**src/hdl/core_pkg.sv**
```systemverilog
package core_pkg;

    localparam int XLEN          = 32;
    localparam int NUM_REGS      = 32;
    localparam int REG_IDX_W     = $clog2(NUM_REGS);
    localparam int IMM_W         = 12;
    localparam int OP_W          = 3;
    localparam int NUM_WR_STAGES = 3;             // Execute, memory, retire.

    typedef logic [XLEN-1:0]             t_xlen;
    typedef logic [REG_IDX_W-1:0]        t_reg_idx;
    typedef logic [NUM_REGS-1:0]         t_reg_mask;
    typedef logic signed [IMM_W-1:0]     t_imm;
    typedef logic [OP_W-1:0]             t_opcode;

    // Operation codes carried by the micro-op.
    localparam t_opcode OP_ADD  = 3'd0;
    localparam t_opcode OP_SUB  = 3'd1;
    localparam t_opcode OP_AND  = 3'd2;
    localparam t_opcode OP_XOR  = 3'd3;
    localparam t_opcode OP_ADDI = 3'd4;

    // One-hot register mask for a register index.
    // x0 is hardwired to zero, so it never appears in a mask.
    function automatic t_reg_mask idx_to_mask(input t_reg_idx idx);
        t_reg_mask mask;
        mask = '0;
        if (idx != '0) begin
            mask[idx] = 1'b1;
        end
        return mask;
    endfunction

    // Sign extension of the immediate to a full data word.
    function automatic t_xlen sext_imm(input t_imm imm);
        t_xlen word;
        word = {{(XLEN-IMM_W){imm[IMM_W-1]}}, imm};
        return word;
    endfunction

endpackage

```
**src/hdl/uop_if.sv**
```systemverilog
`timescale 1ns/10ps

interface uop_if;
    import core_pkg::*;

    logic     valid;                              // Stage holds a live micro-op.
    t_opcode  op;
    t_reg_idx rd;                                 // Destination register.
    t_xlen    result;                             // Value computed in the read stage.
    logic     wr_en;                              // Valid and rd is not x0.

    modport src (
        output valid,
        output op,
        output rd,
        output result,
        output wr_en
    );

    modport dst (
        input  valid,
        input  op,
        input  rd,
        input  result,
        input  wr_en
    );

endinterface

```
**src/hdl/core_top.sv**
```systemverilog
`timescale 1ns/10ps

module core_top (
    input  logic               clk,
    input  logic               reset,
    input  logic               in_valid,
    input  core_pkg::t_opcode  in_op,
    input  core_pkg::t_reg_idx in_rd,
    input  core_pkg::t_reg_idx in_rs1,
    input  core_pkg::t_reg_idx in_rs2,
    input  core_pkg::t_imm     in_imm,
    output logic               stall,
    output logic               retire_valid,
    output core_pkg::t_reg_idx retire_rd,
    output core_pkg::t_xlen    retire_value
);
    import core_pkg::*;

    t_reg_mask                     rd_mask;
    t_reg_mask [NUM_WR_STAGES-1:0] wr_masks;
    t_reg_idx                      rs1_addr;
    t_reg_idx                      rs2_addr;
    t_xlen                         rs1_data;
    t_xlen                         rs2_data;

    // Link k feeds writer stage k; the last link feeds the register file.
    uop_if stage_if [0:NUM_WR_STAGES] ();

    decode_read decode_read_i (
        .clk      (clk),
        .reset    (reset),
        .in_valid (in_valid),
        .in_op    (in_op),
        .in_rd    (in_rd),
        .in_rs1   (in_rs1),
        .in_rs2   (in_rs2),
        .in_imm   (in_imm),
        .stall    (stall),
        .rd_mask  (rd_mask),
        .rs1_addr (rs1_addr),
        .rs2_addr (rs2_addr),
        .rs1_data (rs1_data),
        .rs2_data (rs2_data),
        .issue    (stage_if[0])
    );

    scoreboard scoreboard_i (
        .rd_mask  (rd_mask),
        .wr_masks (wr_masks),
        .stall    (stall)
    );

    for (genvar i = 0; i < NUM_WR_STAGES; i++) begin : gen_writer
        writer_stage writer_i (
            .clk     (clk),
            .reset   (reset),
            .up      (stage_if[i]),
            .down    (stage_if[i+1]),
            .wr_mask (wr_masks[i])
        );
    end

    regfile_writeback regfile_i (
        .clk          (clk),
        .reset        (reset),
        .retire       (stage_if[NUM_WR_STAGES]),
        .rs1_addr     (rs1_addr),
        .rs2_addr     (rs2_addr),
        .rs1_data     (rs1_data),
        .rs2_data     (rs2_data),
        .retire_valid (retire_valid),
        .retire_rd    (retire_rd),
        .retire_value (retire_value)
    );

endmodule

```
**src/hdl/decode_read.sv**
```systemverilog
`timescale 1ns/10ps

module decode_read (
    input  logic                clk,
    input  logic                reset,
    input  logic                in_valid,
    input  core_pkg::t_opcode   in_op,
    input  core_pkg::t_reg_idx  in_rd,
    input  core_pkg::t_reg_idx  in_rs1,
    input  core_pkg::t_reg_idx  in_rs2,
    input  core_pkg::t_imm      in_imm,
    input  logic                stall,
    output core_pkg::t_reg_mask rd_mask,
    output core_pkg::t_reg_idx  rs1_addr,
    output core_pkg::t_reg_idx  rs2_addr,
    input  core_pkg::t_xlen     rs1_data,
    input  core_pkg::t_xlen     rs2_data,
    uop_if.src                  issue
);
    import core_pkg::*;

    // Read stage contents.
    logic     rs_valid;
    t_opcode  rs_op;
    t_reg_idx rs_rd;
    t_reg_idx rs_rs1;
    t_reg_idx rs_rs2;
    t_imm     rs_imm;

    logic     uses_rs2;
    t_xlen    operand_b;
    t_xlen    result;

    // The read stage only moves when the scoreboard lets it go.
    always_ff @(posedge clk) begin
        if (reset) begin
            rs_valid <= 1'b0;
        end else if (!stall) begin
            rs_valid <= in_valid;                 // Empty if nothing was offered.
        end
    end

    always_ff @(posedge clk) begin
        if (!stall) begin
            rs_op  <= in_op;
            rs_rd  <= in_rd;
            rs_rs1 <= in_rs1;
            rs_rs2 <= in_rs2;
            rs_imm <= in_imm;
        end
    end

    assign uses_rs2 = (rs_op != OP_ADDI);         // ADDI takes the immediate instead.

    // Registers this stage is waiting to read.
    always_comb begin
        rd_mask = '0;
        if (rs_valid) begin
            rd_mask = idx_to_mask(rs_rs1);
            if (uses_rs2) begin
                rd_mask = rd_mask | idx_to_mask(rs_rs2);
            end
        end
    end

    assign rs1_addr = rs_rs1;
    assign rs2_addr = rs_rs2;

    assign operand_b = uses_rs2 ? rs2_data : sext_imm(rs_imm);

    always_comb begin
        case (rs_op)
            OP_ADD, OP_ADDI: result = rs1_data + operand_b;
            OP_SUB:          result = rs1_data - operand_b;
            OP_AND:          result = rs1_data & operand_b;
            OP_XOR:          result = rs1_data ^ operand_b;
            default:         result = '0;         // Unsupported code.
        endcase
    end

    // A stall sends a bubble down while the read stage keeps its micro-op.
    assign issue.valid  = rs_valid && !stall;
    assign issue.op     = rs_op;
    assign issue.rd     = rs_rd;
    assign issue.result = result;
    assign issue.wr_en  = issue.valid && (rs_rd != '0);

endmodule

```
**src/hdl/regfile_writeback.sv**
```systemverilog
`timescale 1ns/10ps

module regfile_writeback (
    input  logic               clk,
    input  logic               reset,
    uop_if.dst                 retire,
    input  core_pkg::t_reg_idx rs1_addr,
    input  core_pkg::t_reg_idx rs2_addr,
    output core_pkg::t_xlen    rs1_data,
    output core_pkg::t_xlen    rs2_data,
    output logic               retire_valid,
    output core_pkg::t_reg_idx retire_rd,
    output core_pkg::t_xlen    retire_value
);
    import core_pkg::*;

    t_xlen regs [1:NUM_REGS-1];                   // x0 has no storage.

    always_ff @(posedge clk) begin
        if (reset) begin
            for (int i = 1; i < NUM_REGS; i++) begin
                regs[i] <= '0;
            end
        end else if (retire.wr_en) begin
            regs[retire.rd] <= retire.result;     // wr_en is never set for x0.
        end
    end

    // Asynchronous read ports.
    assign rs1_data = (rs1_addr == '0) ? '0 : regs[rs1_addr];
    assign rs2_data = (rs2_addr == '0) ? '0 : regs[rs2_addr];

    // Every retiring micro-op is reported, including writes to x0.
    assign retire_valid = retire.valid;
    assign retire_rd    = retire.rd;
    assign retire_value = retire.result;

endmodule

```
**src/hdl/scoreboard.sv**
```systemverilog
`timescale 1ns/10ps

module scoreboard (
    input  core_pkg::t_reg_mask                              rd_mask,
    input  core_pkg::t_reg_mask [core_pkg::NUM_WR_STAGES-1:0] wr_masks,
    output logic                                             stall
);
    import core_pkg::*;

    t_reg_mask pending_mask;                      // Registers with a write in flight.

    always_comb begin
        pending_mask = '0;
        for (int i = 0; i < NUM_WR_STAGES; i++) begin
            pending_mask = pending_mask | wr_masks[i];
        end
    end

    // Without forwarding the read stage must wait until every producer
    // of its sources has left the last writer stage.
    assign stall = |(rd_mask & pending_mask);

endmodule

```
**src/hdl/writer_stage.sv**
```systemverilog
`timescale 1ns/10ps

module writer_stage (
    input  logic                clk,
    input  logic                reset,
    uop_if.dst                  up,
    uop_if.src                  down,
    output core_pkg::t_reg_mask wr_mask
);
    import core_pkg::*;

    // Control bits.
    always_ff @(posedge clk) begin
        if (reset) begin
            down.valid <= 1'b0;
            down.wr_en <= 1'b0;
        end else begin
            down.valid <= up.valid;
            down.wr_en <= up.wr_en;
        end
    end

    // Payload follows the control bits unconditionally.
    always_ff @(posedge clk) begin
        down.op     <= up.op;
        down.rd     <= up.rd;
        down.result <= up.result;
    end

    // Pending write of the micro-op held here, for the scoreboard.
    assign wr_mask = down.wr_en ? idx_to_mask(down.rd) : '0;

endmodule

```
**config.mk**
```make
export PLATFORM = sky130hd
export DESIGN_NAME = core_top
export DESIGN_NICKNAME = d
export VERILOG_FILES = /design/src/hdl/core_pkg.sv /design/src/hdl/uop_if.sv /design/src/hdl/core_top.sv /design/src/hdl/decode_read.sv /design/src/hdl/regfile_writeback.sv /design/src/hdl/scoreboard.sv /design/src/hdl/writer_stage.sv
export SDC_FILE = /design/constraint.sdc
export NUM_CORES = 2
export LEC_CHECK = 0
export BUFFER_PORTS_ARGS = -buffer_cell sky130_fd_sc_hd__buf_2
export CORE_MARGIN = 2
export CORE_UTILIZATION = 40
export CTS_BUF_LIST = sky130_fd_sc_hd__clkbuf_8
export DETAILED_ROUTE_END_ITERATION = 12
export SYNTH_ARGS = -nofsm -noshare
export SYNTH_HDL_FRONTEND = slang
export SYNTH_HIERARCHICAL = 1
export SYNTH_SLANG_ARGS = --single-unit
```
**constraint.sdc**
```tcl
create_clock -name clk -period 5.6 [get_ports clk]
set_input_delay 0.28 -clock clk [delete_from_list [all_inputs] [get_ports clk]]
set_output_delay 0.28 -clock clk [all_outputs]
set_load 0.1 [all_outputs]
```
==> impl_summary.log <==
INFO  metric route.final.wire_length = 223 mm
INFO  metric synthesized_netlist_cell_count = between 4000 and 5000
INFO  metric worstHoldStart = in_rd[3]
INFO  metric drtAntennaViolNets = 0
INFO  metric clockBufferDepth = 3
INFO  metric gp_routability_congestion = about 0.9
INFO  metric n_fill_cell = ~14000
INFO  metric worst_ir_drop_vdd = approximately 0.28 mV
INFO  metric post-route-worst-setup-slack = -0.433 ns
INFO  metric max-cap-violations = 0
INFO  metric vias_per_instance = just over 6
INFO  metric worstMarginPinSlew = about 1.2 ns
INFO  metric status = finished, violations left
INFO  metric worstSetupStartpointType = flip-flop
INFO  metric root_driver = sky130_fd_sc_hd__clkbuf_8
INFO  metric sequentialPowerShare = 43.8%
INFO  metric critical_path_arrival = between 6 and 7 ns
INFO  metric post-place-cells = slightly below 7000
INFO  metric fp.dieH = between 400 and 500 um
INFO  metric critPathRequiredTime = 6.42 ns
INFO  metric min_delay_path_depth = 2
INFO  metric register_to_register_path_depth = 27
INFO  metric final.hold.worst_slack = between 0.06 and 0.07 ns
INFO  metric grtUsageTotal = approximately 27%
INFO  metric worstHoldEndpoint = decode_read_i/issue.rd[3]
INFO  metric share_clk_of_total_power = approximately a third
INFO  metric cts_htree_levels = 4
INFO  metric syn-num-nets = between 4000 and 5000
INFO  metric vias = 44200
INFO  metric post_synth_instance_area = ~63000 um^2
INFO  metric effective_utilization_at_floorplan = roughly 40%
INFO  metric crit_path_max_fanout = 6
INFO  metric finish.net_count = 5039
INFO  metric first_pass_iters = 5
INFO  metric report.power.total = 23700 uW
INFO  metric number_of_buffers_created_by_cts = around 200
INFO  metric timing.max_slew.rel_slack = 17.2%
INFO  metric failed_checks = setup timing
INFO  metric fp.dieArea = 162000 um^2
INFO  metric grt-ovfl-total = 0
INFO  metric netSwitchingFraction = 33.0%
INFO  metric place.detailed.hpwl = 142 mm
INFO  metric drt-initial-drc-count = approximately 5500
INFO  metric setup_repair_after_global_routing_missed_its_margin = yes
INFO  metric cts_sinks = 1172
INFO  metric area_growth_syn_to_layout = 16.2%
INFO  metric final_max_slew_viol_count = 0
INFO  metric max_freq = 166 MHz
INFO  metric antenna_found_initial = 13
INFO  metric number_of_remaining_drc_errors = 0
INFO  metric critPathLaunch = decode_read_i/rs2_addr[0]
INFO  metric grt_start_max_net_pins = 57
INFO  metric net-switching-power = 7820 uW
INFO  metric grt_pass1_wl = 316 mm
INFO  metric clk_transition_reported_paths = roughly 0.06 ns
INFO  metric io_buffer_count = just over 70
INFO  metric postSynthAreaPerCell = 13.8 um^2
INFO  metric grt_pass1_vias = roughly 44000
INFO  metric timing.hold.worst.class = in -> reg
INFO  metric reg2reg_from = decode_read_i/rs2_addr[0]
INFO  metric crit-reg2reg-capture = gen_writer[0].writer_i/down.result[29]
INFO  metric pin_count = 72
INFO  metric post-route-period-util = 108%
INFO  metric final_layout_size_suffix_gt1_share = roughly 30%
INFO  metric power_share_of_the_combinational_group = 24.3%
INFO  metric finalHoldViolCount = 0
INFO  metric die_width = around 400 um
INFO  metric design.core.area = between 150000 and 200000 um^2
INFO  metric cp-end-kind = flip-flop
INFO  metric period_minus_slack = slightly above 6 ns
INFO  metric number_of_standard_cells_in_the_layout_taps_in_and_fillers_out = 7184
INFO  metric post_drt_wl_per_cell = 31.1 um
INFO  metric num_rows = around 150
INFO  metric synthesis.yosys.warnings = 6
INFO  metric cts_tree = yes
INFO  metric r2r_slack = -0.43 ns
INFO  metric power_density = roughly 320 nW/um^2
INFO  metric utilization = 46.7%
INFO  metric setup-violations-final = 11
INFO  metric crit_type = reg -> reg
INFO  metric timing.clock.skew = between 0.06 and 0.07 ns
INFO  metric internal_power = ~16000 uW
INFO  metric clock_insertion_delay_worst_skew = 0.95 ns
INFO  metric p_leak = around 0.028 uW
## metal layers
metal	share of wire [%]	vias up	GRT usage, %
met4	5.7	2	14.4
li1	-	18200	-
met2	45	2708	41.8
met1	40	22700	36.9
met5	0.0058	-	0
met3	9.5	558	4.76
## state kept, by name, indices dropped and copies added, names as in the netlist
register and count:
decode_read_i/issue.rd 5, decode_read_i/rs2_addr 5, gen_writer.writer_i/down.result 96, decode_read_i/rs_imm 12, gen_writer.writer_i/down.valid 3, decode_read_i/rs1_addr 5, gen_writer.writer_i/down.wr_en 3, decode_read_i/rs_valid 1
regfile_i/regs 1024, decode_read_i/issue.op 3, gen_writer.writer_i/down.rd 15
## power groups by stage
stage	sequential, uW	clock, uW	combinational (uW)
after floorplan	10400	0	3410
after global placement	10500	0	5430
after detailed placement	10500	0	5470
after CTS	10400	7680	5660
after global routing	10400	8020	6060
final	10400	7570	5760
## worst max path at each step
stage / end / slack (ns) / depth (start not counted)
6_report: gen_writer[0].writer_i/down.result[29] / -0.43 / 27
3_3_place_gp: gen_writer[0].writer_i/down.result[31] / -0.87 / 23
5_1_grt: gen_writer[0].writer_i/down.result[29] / -0.66 / 26
3_5_place_dp: gen_writer[0].writer_i/down.result[31] / -0.83 / 23
2_1_floorplan: gen_writer[0].writer_i/down.result[31] / -0.23 / 26
4_1_cts: gen_writer[0].writer_i/down.result[31] / -0.41 / 29
## stage by stage
stage | setup WS (ns) | instance area (um^2) | setup TNS [ns]
4_1_cts | -0.408 | 73500 | -1.86
6_report | -0.433 | 73700 | -2.77
5_1_grt | -0.665 | 73700 | -6.18
2_1_floorplan | -0.235 | 63600 | -0.235
3_3_place_gp | -0.871 | 68500 | -10.05
3_5_place_dp | -0.830 | 68500 | -10.45
## layout by cell type, fill, tap and decap left out, types with 39 or more instances in the layout
master                          instances
sky130_fd_sc_hd__edfxtp_1            1054
sky130_fd_sc_hd__and2_1              1012
sky130_fd_sc_hd__mux4_2               466
sky130_fd_sc_hd__buf_4                450
sky130_fd_sc_hd__clkbuf_8             209
sky130_fd_sc_hd__mux2i_1              195
sky130_fd_sc_hd__nor2_1               138
sky130_fd_sc_hd__o22ai_1              125
sky130_fd_sc_hd__dfxtp_1              118
sky130_fd_sc_hd__nand2_1              112
sky130_fd_sc_hd__inv_1                 84
sky130_fd_sc_hd__buf_2                 71
sky130_fd_sc_hd__a21oi_1               64
sky130_fd_sc_hd__ha_1                  60
sky130_fd_sc_hd__nor3_1                59
sky130_fd_sc_hd__a22o_1                49
sky130_fd_sc_hd__or2_2                 42
sky130_fd_sc_hd__nor2b_1               39
sky130_fd_sc_hd__dlygate4sd3_1         39
sky130_fd_sc_hd__buf_12                39
## what timing repair did
| item | in CTS | in global routing |
|---|---|---|
| hold buffers | 39 | 0 |
| pin swaps | 42 | 39 |
| gates cloned | 6 | 0 |
| setup buffers | 21 | 3 |
| resized for setup | 100 | 42 |
| hold endpoints to repair | 37 | 0 |
| endpoints found under the setup margin | 20 | 20 |
## final cells by class
cell class | count | area [um^2] | area share, %
sequential | 1172 | 34000 | 46.1
clock inverter | 158 | 951 | 1.29
clock buffer | 209 | 2880 | 3.90
multi-input combinational | 2927 | 27900 | 37.8
tap | 2072 | 2590 | 3.52
timing repair buffer | 620 | 5300 | 7.19
antenna | 4 | 10.0 | 0.0136
inverter | 22 | 82.6 | 0.112
## critical path, cell delays in order (launching register included)
cell	delay [ns]
sky130_fd_sc_hd__edfxtp_1	0.37
sky130_fd_sc_hd__buf_6	0.13
sky130_fd_sc_hd__buf_12	0.15
sky130_fd_sc_hd__buf_4	0.16
sky130_fd_sc_hd__mux4_2	0.49
sky130_fd_sc_hd__a22o_1	0.27
sky130_fd_sc_hd__a2111oi_4	0.26
sky130_fd_sc_hd__nor3_2	0.11
sky130_fd_sc_hd__or4_4	0.58
sky130_fd_sc_hd__or3_4	0.46
sky130_fd_sc_hd__nor2_4	0.16
sky130_fd_sc_hd__o221ai_4	0.15
sky130_fd_sc_hd__a21oi_2	0.20
sky130_fd_sc_hd__buf_4	0.13
sky130_fd_sc_hd__buf_4	0.09
sky130_fd_sc_hd__nor2_1	0.04
sky130_fd_sc_hd__xnor2_1	0.13
sky130_fd_sc_hd__ha_1	0.35
sky130_fd_sc_hd__buf_4	0.13
sky130_fd_sc_hd__nand4_1	0.10
sky130_fd_sc_hd__or4_4	0.44
sky130_fd_sc_hd__a211o_1	0.31
sky130_fd_sc_hd__nand3_2	0.12
sky130_fd_sc_hd__buf_4	0.11
sky130_fd_sc_hd__nand2_1	0.06
sky130_fd_sc_hd__a21oi_2	0.15
sky130_fd_sc_hd__xor2_1	0.08
sky130_fd_sc_hd__o21a_1	0.17
Note: power is estimated with default switching activity, not from simulation.
